$ cat config.mk
export PLATFORM = sky130hd
export DESIGN_NAME = query_patch_loader
export DESIGN_NICKNAME = d
export VERILOG_FILES = /design/src/source/query_pkg.sv /design/src/source/query_patch_loader.sv
export VERILOG_INCLUDE_DIRS = /design/src /design/src/source
export SDC_FILE = /design/constraint.sdc
export NUM_CORES = 1
export LEC_CHECK = 0
export ABC_AREA = 1
export BUFFER_PORTS_ARGS = -buffer_cell sky130_fd_sc_hd__clkbuf_2
export CAP_MARGIN = 20
export CORE_ASPECT_RATIO = 1.4
export CORE_MARGIN = 8
export CORE_UTILIZATION = 45
export DETAILED_ROUTE_END_ITERATION = 12
export HOLD_SLACK_MARGIN = 0.08
export PLACE_DENSITY = 0.71
export SYNTH_ARGS = -nofsm -noshare
export SYNTH_HDL_FRONTEND = slang
export SYNTH_SLANG_ARGS = --single-unit
$ cat constraint.sdc
create_clock -name clk -period 3.88 [get_ports clk]
set_input_delay 0.388 -clock clk [delete_from_list [all_inputs] [get_ports clk]]
set_output_delay 0.388 -clock clk [all_outputs]
set_load 0.005 [all_outputs]
$ cat src/source/query_macros.svh
// geometry of the query patch buffer; the RTL assumes two macro words cover one patch
`ifndef QUERY_MACROS_SVH
`define QUERY_MACROS_SVH

// bits per pixel
`define QUERY_DATA_WIDTH 11

// pixels packed into one patch
`define QUERY_PATCH_SIZE 5

// patch address, top bit picks the bank
`define QUERY_ADDR_WIDTH 9

// patch entries over both banks
`define QUERY_DEPTH 512

// sram macro word and address
`define QUERY_MACRO_WIDTH 32
`define QUERY_MACRO_ADDR_WIDTH 8

// patches returned per batch read
`define QUERY_BATCH_LEN 5

`endif

$ cat src/source/query_pkg.sv
// shared types; a patch must fit in two macro words with the spare bits above it as pad
`default_nettype none

`include "query_macros.svh"

package query_pkg;

  // one pixel
  typedef logic [`QUERY_DATA_WIDTH-1:0] pixel_t;

  // lane 0 is the first pixel in, lowest bits
  typedef pixel_t [`QUERY_PATCH_SIZE-1:0] patch_t;

  // bit 8 selects the bank
  typedef logic [`QUERY_ADDR_WIDTH-1:0] patch_addr_t;

  // incoming pixel strobe
  typedef struct packed {
    logic   valid;
    pixel_t pixel;
  } pixel_beat_t;

  // loader write request
  typedef struct packed {
    logic        en;
    patch_addr_t addr;
    patch_t      patch;
  } patch_write_t;

  // port 1 read request
  typedef struct packed {
    logic        en;
    patch_addr_t addr;
  } patch_read_t;

  // batch start and base address
  typedef struct packed {
    logic        start;
    patch_addr_t base;
  } batch_req_t;

  // patch output strobe
  typedef struct packed {
    logic   valid;
    patch_t patch;
  } patch_out_t;

  // two macro words, upper one on top
  typedef struct packed {
    logic [`QUERY_MACRO_WIDTH-1:0] upper;
    logic [`QUERY_MACRO_WIDTH-1:0] lower;
  } macro_halves_t;

  // same 64 bits seen as pad over a patch
  typedef struct packed {
    logic [2*`QUERY_MACRO_WIDTH-`QUERY_DATA_WIDTH*`QUERY_PATCH_SIZE-1:0] pad;
    patch_t                                                            patch;
  } macro_fields_t;

  // split on write, join on read
  typedef union packed {
    macro_halves_t halves;
    macro_fields_t fields;
  } macro_word_u;

endpackage

`default_nettype wire

$ cat src/source/query_patch_loader.sv
// packs five pixels per patch; no back-pressure, write address wraps and overwrites old patches
`default_nettype none
`timescale 1ns/1ps

`include "query_macros.svh"

module query_patch_loader import query_pkg::*; (
  input  wire                          clk,
  input  wire                          rst,
  input  pixel_beat_t                  pixel_in,
  input  wire                          frame_clear,
  output patch_write_t                 wr,
  output logic [`QUERY_ADDR_WIDTH:0]   patch_count
);

  localparam int LANE_W = $clog2(`QUERY_PATCH_SIZE);
  localparam logic [LANE_W-1:0] LAST_LANE = LANE_W'(`QUERY_PATCH_SIZE - 1);
  localparam logic [`QUERY_ADDR_WIDTH:0] COUNT_MAX = (`QUERY_ADDR_WIDTH+1)'(`QUERY_DEPTH);

  // next lane to fill
  logic [LANE_W-1:0] lane;
  // lane used by this cycle's beat, clear restarts at 0
  logic [LANE_W-1:0] lane_cur;
  // patch being assembled, complete while wr_en is high
  patch_t            partial;
  logic              wr_en;
  patch_addr_t       wr_addr;

  assign lane_cur = frame_clear ? '0 : lane;

  // lane, write strobe, counters
  always_ff @(posedge clk) begin
    if (rst) begin
      lane        <= '0;
      wr_en       <= 1'b0;
      wr_addr     <= '0;
      patch_count <= '0;
    end else begin
      wr_en <= 1'b0;
      // pending write lands at this edge
      if (wr_en) begin
        wr_addr <= wr_addr + 1'b1;
        if (patch_count != COUNT_MAX) begin
          patch_count <= patch_count + 1'b1;
        end
      end
      // clear wins over the advance
      if (frame_clear) begin
        wr_addr     <= '0;
        patch_count <= '0;
        lane        <= '0;
      end
      if (pixel_in.valid) begin
        if (lane_cur == LAST_LANE) begin
          lane  <= '0;
          wr_en <= 1'b1;
        end else begin
          lane <= lane_cur + 1'b1;
        end
      end
    end
  end

  // pixel lanes
  // next beat refills lane 0 only after the write edge
  always_ff @(posedge clk) begin
    if (pixel_in.valid) begin
      partial[lane_cur] <= pixel_in.pixel;
    end
  end

  // write request to the memory
  always_comb begin
    wr.en    = wr_en;
    wr.addr  = wr_addr;
    wr.patch = partial;
  end

endmodule

`default_nettype wire

* Yosys cells after proc, flatten, opt, wreduce, memory -nomap -nowiden
Index checks and enable logic that the tools add are counted.
** Storage, ports and cells
- Output and inout port bits :: 75
- Word-level logic and storage cells :: 28
- Bits in registers :: 78
- Input port bits :: 15
** Cells by class
- Reduce and logical (&&, ||, !) cells :: 4
- $lt $le $gt $ge :: 2
- Bitwise gates (word level) :: 1
- Mux-type cells :: 7
- Equal/unequal tests :: 2
- $add $sub $neg :: 3
** Operator list (count)
- $bwmux W55 :: 1
- $demux W11 S3 :: 1
- $mux W11 :: 1
- $add A10 B1 Y10 const B :: 1
- $ne A10 B10 Y1 const B :: 1
- $add A9 B1 Y9 const B :: 1
- $mux W3 :: 3
- $lt A3 B4 Y1 const B :: 1
- $reduce_or A2 Y1 :: 2
- $add A3 B1 Y3 const B :: 1
- $eq A3 B3 Y1 const B :: 1
- $ge A3 B1 Y1 const B :: 1
- $reduce_and A2 Y1 :: 1
- $logic_and A1 B1 Y1 :: 1
- $mux W1 :: 1
- $not A1 Y1 :: 1

* Logic depth before layout (Yosys ltp)
- Word-level depth :: 6
- Depth in mapped cells :: 9
- Mapped depth without buffers :: 9

* Least setup slack after synthesis
Ideal clock, no wire load.
- Kind :: input to register
- From :: input port frame_clear
- To :: register partial, in the netlist wr[44] (enable)
- Path buffers :: 0
- Data arrival time :: 1.556 ns
- Setup time :: 0.393 ns
- Required time :: 3.487 ns
- Slack :: 1.931 ns
- Stages :: 6
- Cells stage by stage :: inv_1 > nand2_1 > inv_1 > nor2_1 > inv_1 > nor3_1
** RTL lines
- start: declaration :: line query_patch_loader.sv:11 : input wire frame_clear,
- end signal: indexed assignment :: line query_patch_loader.sv:68 : partial[lane_cur] <= pixel_in.pixel;
- end: declaration :: line query_patch_loader.sv:25 : patch_t partial;

==> results list <==
* Setup repair after global routing missed its margin: false
- Summed over all layers, the global routing overflow is 0.
- Slew at the pin closest to its max-slew limit: 1.04 ns
- In the final layout, the share of cells above drive strength 1 is a little over a third.
* Top-area cell type share of the netlist area: 56.3%
* Final critical-path setup slack: 1.99 ns
- Starting density of the core: between 40% and 50%
- Detailed Routing Iterations Pass 1: 6
* Clock tree root driver cell: clkbuf_8
- Including well taps, the total number of placed cells is about 400.
- Diodes inserted: 0
- GRT Resource Usage Total: a little over an eighth
- Arrival @ worst endpoint: around 1.9 ns
- For this run, the share of the core covered by cells in the final layout is 56.7%.
- The finished cells cover 3650 um^2.
* Relative slew slack: 30.6%
- Setup slack at placement: ~1.7 ns
* First-pass GRT wire length: between 10 and 15 mm
- Synth Net Count: 263
* Vias per cell: about 4.8
- Post-synthesis area per instance: 12.0 um^2
* Result of the run: finished clean
- The floorplan step defined a core boundary enclosing between 6000 and 7000 um^2.
- Num CTS Buffers: 9
- The wire-length estimate of the detail-placed layout is 4.60 mm.
- The floorplan step set the die height to 112 um.
- Reported leakage power: about 1.5 nW
- After filler insertion, the fill cell instance count of the layout stands at 546.
- In this run the worst hold path is classified as input port to flip-flop.
- Cell types occupying the most area after synthesis: edfxtp_1 (56%), dfxtp_1 (16%), nand2_1 (6.8%), nor2_1 (3.5%), inv_1 (3.3%)
- Post-route DRC: 0
* Setup CP Type: flip-flop to flip-flop
- Counting flops and latches in the post-synthesis netlist gives 78.
- Number of max-slew violations in the final report: 0
- Final-report hold violation count: 0
- Critical path data required time: ~3.9 ns
- Post-CTS Setup Repair Bufs: 0
- The count of nets left with antenna violations once routing finished came out at 0.
- CTS built an H-tree with a depth of 3.
* Non-filler cells in the finished layout: 421
* Yosys top cell by area: edfxtp_1
- Setup TNS: 0 ns
- The number of different library cells used by synthesis comes to 25.
* Count of synthesis-stage warnings from yosys: 0
* Synthesized instance count: 244
- At the end of routability-driven placement, the weighted congestion stood at 0.805.
- Across the run, the number of max-cap violations was 0.
- NumNets Final: 361
- DRC marker count from the first detailed-route iteration: 58
- Worst-Skew Late Latency: 0.34 ns
- Antenna violations before repair: 0
- The number of gates resized after CTS was 0.
- The worst-case IR drop observed on VDD is 0.209 mV.
- Clock-pin slew on the worst setup and hold paths: 0.08 ns
- Cell area after synthesis: 2930 um^2
* Cell area power density: about 410 nW/um^2
- Setup violations remaining at the end of the flow were counted as 0.
* Nature of the critical path endpoint: flip-flop
- DRT Wirelength: 6.13 mm
* Category of the worst setup path launch point: flip-flop
* Maximum fanout encountered on the critical timing path: 11
- Total of buffers placed on input and output ports: 89
- After detailed placement, the total cell area comes to ~3500 um^2.
- For this block, the via count after detailed routing is approximately 2000.
* Area delta synth->final: 24.4%
* Register area share after synthesis: ~72%
* Detailed-route wire length per cell: 14.6 um
- Across the routed clock network, the largest skew measured is 0.00845 ns.
- Final worst-path cycle share: 48.8%
- I/O pin cnt: 90
* Number of global-route vias before repair: 2103
- Maximum number of pins on one net before global-route repair: 16
- Buffer depth of the longest clock path: 2
- Overall die width: 84.2 um
* CTS hold repair buffers: 0
- The die covers 9390 um^2.
- Number of clock sinks seen by CTS: 78
- TritonCTS built the clock tree.
- The clock period could shrink to between 1.5 and 2 ns.
* Fmax: about 0.53 GHz
- Standard-cell row count: 35
-- cells by family (layout without fill, tap and decap cells) --
kind of cell,count (synthesis),in the layout,synth area share (%)
compound gates,20,20,4.52
buf+inv,30,133,4.48
simple gates,107,107,15.7
xor+xnor,5,5,1.49
flops,78,78,72.0
fa+ha+maj,4,4,1.71
-- cells in the final DEF (no fill, tap or decap), types with 2 or more instances in the layout --
cell | synthesis | layout
inv_6 | 0 | 2
nor3_2 | 0 | 3
clkbuf_8 | 0 | 9
nand4_1 | 2 | 2
nor3_1 | 8 | 5
inv_1 | 26 | 26
nor2_1 | 27 | 27
clkbuf_2 | 0 | 89
nand2_1 | 53 | 53
nand3_1 | 9 | 9
a21oi_1 | 8 | 8
ha_1 | 4 | 4
a21oi_2 | 8 | 8
o21ai_1 | 2 | 2
edfxtp_1 | 55 | 55
xor2_1 | 4 | 4
dfxtp_1 | 23 | 23
clkinv_4 | 0 | 2
nor2_2 | 3 | 3
-- metrics by stage --
stage	hold WS, ns	total power [mW]
after floorplan	0.457	0.945
after global placement	0.494	0.975
after detailed placement	0.498	0.977
after CTS	0.260	1.53
after global routing	0.249	1.58
final	0.276	1.50
-- layer usage --
metal	global-route usage [%]	part of all wire, %	vias up
met4	5.09	0.95	0
met3	7.45	11	6
li1	-	-	1011
met1	14.2	40	913
met2	21.8	48	79
met5	0	0	-
-- cells in the mapped netlist --
cell and instances:
a21oi_2 8, a211oi_1 1, nor2_1 27, o21ai_0 1
edfxtp_1 55, inv_1 26, nand2_4 1, nand3_1 9
nand2_2 1, nand2_1 53, buf_4 1, o21ai_1 2
buf_6 2, inv_2 1, nand4_1 2, nor2_4 1
nor2_2 3, a21oi_1 8, nand3_2 1, xor2_1 4
or2_1 1, dfxtp_1 23, xnor2_1 1, ha_1 4
nor3_1 8
-- final timing paths --
kind / startpoint / endpoint / slack (ns) / cells past startpoint
setup / recovery: lane[0] / wr[52] / 1.99 / 5
hold / removal: pixel_in[4] / wr[48] / 0.28 / 1
setup reg to reg: lane[0] / wr[52] / 1.99 / 5
hold reg to reg: wr_addr[1] / wr_addr[1] / 0.51 / 2
-- power breakdown --
group / internal, mW / switching, mW
Combinational: 0.0156 / 0.0322
Clock: 0.241 / 0.308
Sequential: 0.905 / 0.00387
-- sequential cells by signal (all words and copies together) (netlist names) --
name and cells:
wr_addr 9, wr 55, lane 3, patch_count 10, wr_en 1
-- worst max-delay path, stage by stage, from the launching register on --
cell and delay [ns]:
dfxtp_1 0.30, nand2_1 0.15, inv_1 0.10, nor2_1 0.14, inv_1 0.10, nor3_2 0.72
-- layout make-up --
class | instances | area, um^2 | share of cell area [%]
flip-flops and latches | 78 | 2110 | 57.9
multi-input cells | 136 | 703 | 19.3
repair buffers | 90 | 457 | 12.5
clock buffers | 9 | 124 | 3.40
inverters | 27 | 101 | 2.78
well taps | 74 | 92.6 | 2.54
clock inverters | 7 | 57.6 | 1.58
(Power assumes the default switching activity.)
