$ cat config.mk
export PLATFORM = sky130hd
export DESIGN_NAME = query_batch_reader
export DESIGN_NICKNAME = d
export VERILOG_FILES = /design/src/source/query_pkg.sv /design/src/source/query_batch_reader.sv
export VERILOG_INCLUDE_DIRS = /design/src /design/src/source
export SDC_FILE = /design/constraint.sdc
export NUM_CORES = 1
export LEC_CHECK = 0
export BUFFER_PORTS_ARGS = -buffer_cell sky130_fd_sc_hd__buf_2
export CAP_MARGIN = 20
export CORE_MARGIN = 3
export CORE_UTILIZATION = 41
export CTS_BUF_LIST = sky130_fd_sc_hd__clkbuf_4
export CTS_CLUSTER_DIAMETER = 150
export DETAILED_ROUTE_END_ITERATION = 8
export PLACE_DENSITY = 0.87
export SYNTH_ARGS = -nofsm -noshare
export SYNTH_HDL_FRONTEND = slang
export SYNTH_SLANG_ARGS = --single-unit
export TNS_END_PERCENT = 100
$ cat constraint.sdc
create_clock -name clk -period 3.61 [get_ports clk]
set_clock_uncertainty 0.1 [all_clocks]
set_input_delay 0.722 -clock clk [delete_from_list [all_inputs] [get_ports clk]]
set_output_delay 0.722 -clock clk [all_outputs]
set_load 0.01 [all_outputs]
$ cat src/source/query_macros.svh
// geometry of the query patch buffer; the RTL assumes two macro words cover one patch
`ifndef QUERY_MACROS_SVH
`define QUERY_MACROS_SVH

// bits per pixel
`define QUERY_DATA_WIDTH 11

// pixels packed into one patch
`define QUERY_PATCH_SIZE 5

// patch address, top bit picks the bank
`define QUERY_ADDR_WIDTH 9

// patch entries over both banks
`define QUERY_DEPTH 512

// sram macro word and address
`define QUERY_MACRO_WIDTH 32
`define QUERY_MACRO_ADDR_WIDTH 8

// patches returned per batch read
`define QUERY_BATCH_LEN 5

`endif

$ cat src/source/query_pkg.sv
// shared types; a patch must fit in two macro words with the spare bits above it as pad
`default_nettype none

`include "query_macros.svh"

package query_pkg;

  // one pixel
  typedef logic [`QUERY_DATA_WIDTH-1:0] pixel_t;

  // lane 0 is the first pixel in, lowest bits
  typedef pixel_t [`QUERY_PATCH_SIZE-1:0] patch_t;

  // bit 8 selects the bank
  typedef logic [`QUERY_ADDR_WIDTH-1:0] patch_addr_t;

  // incoming pixel strobe
  typedef struct packed {
    logic   valid;
    pixel_t pixel;
  } pixel_beat_t;

  // loader write request
  typedef struct packed {
    logic        en;
    patch_addr_t addr;
    patch_t      patch;
  } patch_write_t;

  // port 1 read request
  typedef struct packed {
    logic        en;
    patch_addr_t addr;
  } patch_read_t;

  // batch start and base address
  typedef struct packed {
    logic        start;
    patch_addr_t base;
  } batch_req_t;

  // patch output strobe
  typedef struct packed {
    logic   valid;
    patch_t patch;
  } patch_out_t;

  // two macro words, upper one on top
  typedef struct packed {
    logic [`QUERY_MACRO_WIDTH-1:0] upper;
    logic [`QUERY_MACRO_WIDTH-1:0] lower;
  } macro_halves_t;

  // same 64 bits seen as pad over a patch
  typedef struct packed {
    logic [2*`QUERY_MACRO_WIDTH-`QUERY_DATA_WIDTH*`QUERY_PATCH_SIZE-1:0] pad;
    patch_t                                                            patch;
  } macro_fields_t;

  // split on write, join on read
  typedef union packed {
    macro_halves_t halves;
    macro_fields_t fields;
  } macro_word_u;

endpackage

`default_nettype wire

$ cat src/source/query_batch_reader.sv
// reads five patches from a base address, wrapping at 512; starts while busy are dropped
`default_nettype none
`timescale 1ns/1ps

`include "query_macros.svh"

module query_batch_reader import query_pkg::*; (
  input  wire         clk,
  input  wire         rst,
  input  batch_req_t  batch,
  output patch_read_t rd,
  input  patch_t      rpatch,
  output patch_out_t  patch_out
);

  localparam int CNT_W = $clog2(`QUERY_BATCH_LEN);
  localparam logic [CNT_W-1:0] LAST = CNT_W'(`QUERY_BATCH_LEN - 1);

  logic              busy;
  // next address to request
  patch_addr_t       addr_cnt;
  // reads issued in this batch
  logic [CNT_W-1:0]  beat;
  logic              last;
  logic              accept;
  // registered read request
  logic              rd_en_q;
  patch_addr_t       rd_addr_q;
  // request one cycle back, lines up with macro output
  logic              rd_en_d;

  // last read of the batch frees the reader for a back-to-back start
  assign last   = busy && (beat == LAST);
  assign accept = batch.start && (!busy || last);

  // control
  always_ff @(posedge clk) begin
    if (rst) begin
      busy    <= 1'b0;
      beat    <= '0;
      rd_en_q <= 1'b0;
      rd_en_d <= 1'b0;
    end else begin
      rd_en_q <= busy;
      rd_en_d <= rd_en_q;
      if (busy) begin
        beat <= beat + 1'b1;
      end
      if (last) begin
        busy <= 1'b0;
      end
      if (accept) begin
        busy <= 1'b1;
        beat <= '0;
      end
    end
  end

  // addresses
  // wraps naturally modulo 512
  always_ff @(posedge clk) begin
    if (busy) begin
      rd_addr_q <= addr_cnt;
      addr_cnt  <= addr_cnt + 1'b1;
    end
    if (accept) begin
      addr_cnt <= batch.base;
    end
  end

  always_comb begin
    rd.en            = rd_en_q;
    rd.addr          = rd_addr_q;
    patch_out.valid  = rd_en_d;
    patch_out.patch  = rpatch;
  end

endmodule

`default_nettype wire

**Word-level counts from Yosys, hierarchy flattened**

Index checks and enable logic that the tools add are counted.
W data, S select, Z words.

- Flip-flop bits (word level): 24
- Input bits: 67
- Output and inout bits: 66
- Word-level logic and storage cells: 20

- $add $sub $neg: 2
- Eq/ne operators: 1
- Multiplexer cells: 4
- Reduce and logical (&&, ||, !) cells: 7

Operator list:

| operator | count |
|---|---|
| $mux W9 | 2 |
| $add A9 B1 Y9 const B | 1 |
| $reduce_bool A2 Y1 | 2 |
| $add A3 B1 Y3 const B | 1 |
| $eq A3 B3 Y1 const B | 1 |
| $logic_and A1 B1 Y1 | 2 |
| $mux W1 | 2 |
| $reduce_or A2 Y1 | 1 |
| $logic_not A1 Y1 | 1 |
| $logic_or A1 B1 Y1 | 1 |

**Longest topological paths before layout**

Gate-level depths: netlist of run 1.

- Word-level depth: 5
- Depth in mapped cells: 5
- Mapped depth without buffers: 5

**Least setup slack after synthesis of run 1**

OpenSTA, ideal clock, no wires.

- Kind: reg2reg
- Start point: register busy
- End point: register addr_cnt[3], data pin
- Arrival time: 1324 ps
- Required time: 3250 ps
- Path slack: 1927 ps
- Cell stages (with the launch flop): 4
- Buffers on the path: 0
- Clock period less this slack: 1683 ps
- Cell sequence: dfxtp_1 > a21bo_2 > nand2_2 > mux2_2

- Word-level cells in the longest chain between the ends: 4
- Elaborated cells between the ends (all ways): 5
- Classes of those cells: mux (1); reduce/logical (4)

Ends and longest elaborated chain:

| element | line | source |
|---|---|---|
| start: declaration | query_batch_reader.sv:19 | `logic busy;` |
| start signal: assignment | query_batch_reader.sv:39 | `busy <= 1'b0;` |
| start signal: assignment | query_batch_reader.sv:50 | `busy <= 1'b0;` |
| start signal: assignment | query_batch_reader.sv:53 | `busy <= 1'b1;` |
| $logic_not A1 Y1 or $logic_and A1 B1 Y1 (tied branches) | query_batch_reader.sv:34, query_batch_reader.sv:33 |  |
| $logic_or A1 B1 Y1 * | query_batch_reader.sv:34 | `assign accept = batch.start && (!busy \|\| last);` |
| $logic_and A1 B1 Y1 * | query_batch_reader.sv:34 |  |
| $mux W9 * | query_batch_reader.sv:66 | `if (accept) begin` |
| end signal: assignment | query_batch_reader.sv:64 | `addr_cnt <= addr_cnt + 1'b1;` |
| end signal: assignment | query_batch_reader.sv:67 | `addr_cnt <= batch.base;` |
| end: declaration | query_batch_reader.sv:21 | `patch_addr_t addr_cnt;` |

Mark *: on every way between the ends. The rest lies on a longest branch, timed or not.
A chain may end at the register's enable or synchronous reset.

**Final worst setup path of run 1**

Same ends and word-level chain as after synthesis.

==> flow_summary.yaml, run 1 <==
run_status:
  status: "complete, no violations"
worst_setup_path:
  reg2reg_slack_ps: 1720
  crit_type: "flop to flop"
  required_ps: 3590
  worst-path-max-fanout: 16
  arrival_ps: 1860
  worstSetupStartpointType: "flop"
  crit_path_end_kind: "flop"
die:
  rows: 21
  start_util_pct: 43.23
  core-area_um2: 3390
  die_area_um2: 4327
  ios: 133
  fp.dieW_um: 65.78
  die_h_um: 65.78
global_route:
  grt_use_met3_pct: 3.401
  antenna_found_initial: 0
  busiest_layer: "met2"
  use_met2_pct: 17.02
  track_usage_pct: 9.975
  grt_pass1_vias: 721
  met1_usage_pct: 10.30
  overflow: 0
  grt_max_degree: 17
  grt_pass1_wl_mm: 3.256
pwr:
  vdd_drop_max_uv: 125.9
  total_leakage_power_uw: 0.0004598
  power_density_nw_per_um2: 468.5
  report.power.total_uw: 576.8
sta:
  period_needed_ps: 1885
  setup_viol: 0
  period_share_pct: 52.22
  fmax_mhz: 530.4
  finalMaxSlewViolations: 0
  grt_setup_unrepaired: "no"
  maxSlewHeadroom_pct: 57.90
  hold_violations: 0
  fin_tns_setup_ps: 0
  worst_pin_slew_ps: 630.6
clock_network:
  ctsLongestPathBuffers: 2
  ctsHtreeMaxLevel: 1
  cts_buffers: 3
  clock_sinks: 24
  clk_latency_ps: 310
  postCtsHoldBufs: 0
  cts_setup_buffers: 0
  cts_root_buf: "clkbuf_4"
  clk_pin_slew_ps: 130
  ctsResizeCount: 0
  cts_tree: "built"
drt:
  viasPerCell: 4.933
  drt-pass1-iter-count: 4
  wire_per_inst_um: 14.43
  drcViolationCount: 0
  drt-total-wl_mm: 2.165
  vias: 740
  drtIter0Drc: 12
  drtAntennaViolNets: 0
synth:
  syn-num-nets: 205
  synthDistinctLibCells: 27
  netlist_area_um2: 1465
  syn-instance-count: 135
  synth.avg_cell_area_um2: 10.85
  ys_ff_latch: 24
  ys_warn_count: 0
  yosysSeqAreaShare_pct: 45.09
layout:
  final_nets: 175
  diodes: 0
  drive_gt1_share_pct: 32.69
  synthToLayoutAreaGrowth_pct: -15.97
  fin_area_um2: 1231
place:
  port-buffer-count: 22
  gp_congestion: 0.7642
  placed_cell_area_um2: 1205
  hpwl_mm: 1.662
flow_run:
  drv_cap: 0
worst_hold_path:
  hold_path.class: "flop to flop"
==> sequential cells by signal, indices dropped and copies added, names as in the netlist <==
| name | flops |
|---|---|
| addr_cnt | 9 |
| beat | 3 |
| busy | 1 |
| rd_addr_q | 9 |
| rd_en_d | 1 |
| rd_en_q | 1 |
==> final timing paths <==
| check | end | from | cells past startpoint |
|---|---|---|---|
| worst max-delay path | addr_cnt[3]$_DFFE_PP_ | busy$_SDFFE_PP0P_ | 3 |
| worst max register to register | addr_cnt[3]$_DFFE_PP_ | busy$_SDFFE_PP0P_ | 3 |
| worst min register to register | rd_en_d$_SDFF_PP0_ | rd_en_q$_SDFF_PP0_ | 1 |
| worst min-delay path | rd_en_d$_SDFF_PP0_ | rd_en_q$_SDFF_PP0_ | 1 |
==> cells in the final DEF, fill, tap and decap left out, drive strengths merged, types with 4 or more instances in the layout <==
master	n
inv	4
nor3	7
nand3	5
buf	22
o21ai	6
dfxtp	6
edfxtp	18
xnor2	4
==> per-layer routing <==
layer  wire length, um  up-vias  share of wire [%]
met5                 0        -                  0
met4                38        0                1.8
met3               200       12                9.2
met2              1068       41                 49
met1               858      340                 40
li1                  -      347                  -
==> area by class of cell <==
| class | count | area [um2] |
|---|---|---|
| timing repair buffer | 22 | 110.1 |
| multi-input combinational | 50 | 361.6 |
| clock inverter | 1 | 3.754 |
| clock buffer | 3 | 22.52 |
| fill | 332 | 2158 |
| sequential | 24 | 660.6 |
| inverter | 4 | 15.01 |
| tap | 46 | 57.56 |
==> cells in the mapped netlist <==
cell type   n  share of area, %
buf_4      57                29
inv_1       4               1.0
edfxtp_1   18                37
ha_1        3               2.6
a2bb2oi_1   1              0.60
xnor2_1     4               2.4
a31oi_1     3               1.3
o32a_2      1              0.77
mux2_4      1               1.0
xor2_1      1              0.60
mux2i_1     1              0.68
a21oi_1     2              0.68
or2_2       1              0.43
nand2_2     1              0.43
nor2b_1     2              0.85
nand3_1     5               1.7
dfxtp_1     6               8.2
a21boi_4    1               1.3
nor3_1      7               2.4
nand4_2     1              0.85
nor2_2      1              0.43
nand2_1     2              0.51
mux2_2      1              0.77
a21bo_2     1              0.68
or3_1       3               1.3
nand4_1     1              0.43
o21ai_0     6               2.0
==> metrics by stage <==
step / cells / utilization [%] / hold WS [ps] / worst slack [ps]
after floorplan: 135 / - / 336.0 / 1927
after global placement: 146 / 35.55 / 347.2 / 1729
after detailed placement: 146 / 35.55 / 366.7 / 1691
after CTS: 150 / 36.32 / 385.8 / 1710
after global routing: 150 / 36.32 / 406.9 / 1635
final: 150 / 36.32 / 378.1 / 1725
==> critical path, cell delays in order, from the launching register on <==
cell	delay (ps)
dfxtp_1	740
a21bo_2	320
nand2_2	140
mux2_2	340
==> power by group <==
| part | switching [uW] | internal, uW | leakage (uW) |
|---|---|---|---|
| combinational | 46.1 | 45.3 | 0.000220 |
| clock | 76.5 | 40.4 | 0.0000154 |
| sequential | 29.6 | 339 | 0.000224 |
==> cell families after synthesis <==
logic type / after synthesis / synth area share (%)
simple gates: 24 / 9.309
fa+ha+maj: 3 / 2.562
xor+xnor: 5 / 2.989
mux: 3 / 2.476
flops: 24 / 45.09
buf+inv: 61 / 30.23
compound gates: 15 / 7.345
No activity file was read; power rests on OpenSTA's default activity.
==> inputs of run 2 (changes only) <==
--- a/config.mk
+++ b/config.mk
@@ -9,11 +9,11 @@
 export BUFFER_PORTS_ARGS = -buffer_cell sky130_fd_sc_hd__buf_2
 export CAP_MARGIN = 20
 export CORE_MARGIN = 3
-export CORE_UTILIZATION = 41
+export CORE_UTILIZATION = 35
 export CTS_BUF_LIST = sky130_fd_sc_hd__clkbuf_4
 export CTS_CLUSTER_DIAMETER = 150
 export DETAILED_ROUTE_END_ITERATION = 8
-export PLACE_DENSITY = 0.87
+export PLACE_DENSITY = 0.79
 export SYNTH_ARGS = -nofsm -noshare
 export SYNTH_HDL_FRONTEND = slang
 export SYNTH_SLANG_ARGS = --single-unit
==> constraint.sdc (replaced) <==
create_clock -name clk -period 1.5 [get_ports clk]
set_clock_uncertainty 0.1 [all_clocks]
set_input_delay 0.3 -clock clk [delete_from_list [all_inputs] [get_ports clk]]
set_output_delay 0.3 -clock clk [all_outputs]
set_load 0.01 [all_outputs]
==> flow_summary.yaml, run 2 (synthesis gave the netlist of run 1 again) <==
worst_setup_path:
  reg2regPathDepth: 5
  path_depth: 5
  crit_type: "flop to flop"
  worstSetupStartpointType: "flop"
  arrival_ps: 1500
  worst_path_max_delay_cell: "dfxtp_2"
  crit_chain: "inv_2 -> ha_4 -> a21bo_4 -> nand2_4 -> mux2_4"
  crit_path_end_kind: "flop"
  required_ps: 1500
  critical_path.max_stage_delay_ps: 370
  cp_num_buf_inv: 1
  worst-path-max-fanout: 4
  path_delay_family: "flip-flops"
die:
  die_h_um: 70.70
  core-area_um2: 3854
  fp.dieW_um: 70.70
  ios: 133
  die_area_um2: 4998
  rows: 22
  start_util_pct: 38.02
sta:
  grt_setup_unrepaired: "yes"
  fmax_mhz: 667.2
  hold_violations: 0
  worst_pin_slew_ps: 236.5
  finalMaxSlewViolations: 0
  maxSlewHeadroom_pct: 84.24
  setup_viol: 0
  period_needed_ps: 1499
  period_share_pct: 99.92
clock_network:
  postCtsHoldBufs: 0
  ctsHtreeMaxLevel: 1
  clk_pin_slew_ps: 130
  cts_buffers: 3
  cts_tree: "built"
  ctsLongestPathBuffers: 2
  clock_sinks: 24
  cts_root_buf: "clkbuf_4"
  clk_latency_ps: 330
layout:
  layout_commonest_cell: "buf_2"
  final_nets: 186
  fin_area_um2: 1395
  synthToLayoutAreaGrowth_pct: -4.782
  drive_gt1_share_pct: 46.96
  diodes: 0
  layout_common_cells: "22 x buf_2, 18 x edfxtp_1, 10 x buf_4, 7 x nor3_1, 6 x o21ai_0"
  top_regs: "addr_cnt: 9 flops, rd_addr_q: 9 flops, beat: 3 flops"
  fin_cells: 163
global_route:
  track_usage_pct: 10.54
  grt_pass1_vias: 783
  grt_max_degree: 15
  antenna_found_initial: 0
  grt_pass1_wl_mm: 4.098
  overflow: 0
worst_hold_path:
  hold_depth: 2
  hold_path.class: "primary input to flop"
run_status:
  status: "complete, no violations"
place:
  hpwl_mm: 2.023
  port-buffer-count: 22
  placed_cell_area_um2: 1291
  dp.cells: 155
  gp_congestion: 0.7923
drt:
  drtAntennaViolNets: 0
  viasPerCell: 4.963
  drcViolationCount: 0
  vias: 809
  drtIter0Drc: 9
  drt-pass1-iter-count: 4
  drt-total-wl_mm: 2.633
  wire_per_inst_um: 16.15
pwr:
  vdd_drop_max_uv: 572.8
  total_leakage_power_uw: 0.0005408
  power_density_nw_per_um2: 1186
flow_run:
  drv_cap: 0
## run 2: cell types whose count changed in the layout (fill, tap and decap cells not counted), sizes merged
| cell | change |
|---|---|
| clkinv | -1 |
| bufinv | +1 |
| buf | +11 |
## run 2: repair_timing
item / in CTS / in global routing
setup endpoints to repair: 2 / 4
gates resized for setup: 2 / 2
buffers inserted: 1 / 3
pin swaps: 0 / 5
## run 2: path summary, 6_finish.rpt
kind / start / end / slack, ps
worst max-delay path: beat[1]$_SDFFE_PP0P_ / addr_cnt[3]$_DFFE_PP_ / 1
worst min register to register: rd_en_q$_SDFF_PP0_ / rd_en_d$_SDFF_PP0_ / 370
worst min-delay path: rst / rd_en_d$_SDFF_PP0_ / 100
worst max register to register: beat[1]$_SDFFE_PP0P_ / addr_cnt[3]$_DFFE_PP_ / 1
## run 2: report_power, final
group,total (uW),internal [uW],switching (uW)
clock network,473,271,202
registers,881,816,64.3
logic,301,160,141
total,1650,1250,408
## run 2: through the flow
| step | total power [uW] | utilization (%) | setup slack [ps] | TNS (ps) | hold slack (ps) |
|---|---|---|---|---|---|
| 5_1_grt | 1741 | 36.20 | -22.45 | -30.12 | 93.87 |
| 3_5_place_dp | 1171 | 33.51 | -1.044 | -1.044 | 358.1 |
| 6_report | 1654 | 36.20 | 1.193 | 0 | 97.30 |
| 2_1_floorplan | 1204 | - | 24.92 | 0 | 261.7 |
| 3_3_place_gp | 1151 | 33.51 | 40.38 | 0 | 353.5 |
| 4_1_cts | 1655 | 35.26 | 0.7854 | 0 | 86.41 |
## run 2: per-layer routing
layer	track usage (%)	share of wire, %
met5	0	0
met4	5.010	3.0
met2	15.86	47
met1	12.17	39
met3	5.824	11
## run 2: final cells by class
cell class                 instances  area (um2)
sequential                        24       664.4
clock inverter                     1       30.03
fill                             387        2459
inverter                           4       15.01
multi-input combinational         50       406.6
timing repair buffer              33       196.4
clock buffer                       3       22.52
tap                               48       60.06
## run 2: worst reg2reg max path: stages, from the launching register on
cell     delay (ps)
dfxtp_2         370
inv_2            50
ha_4            160
a21bo_4         240
nand2_4          70
mux2_4          290
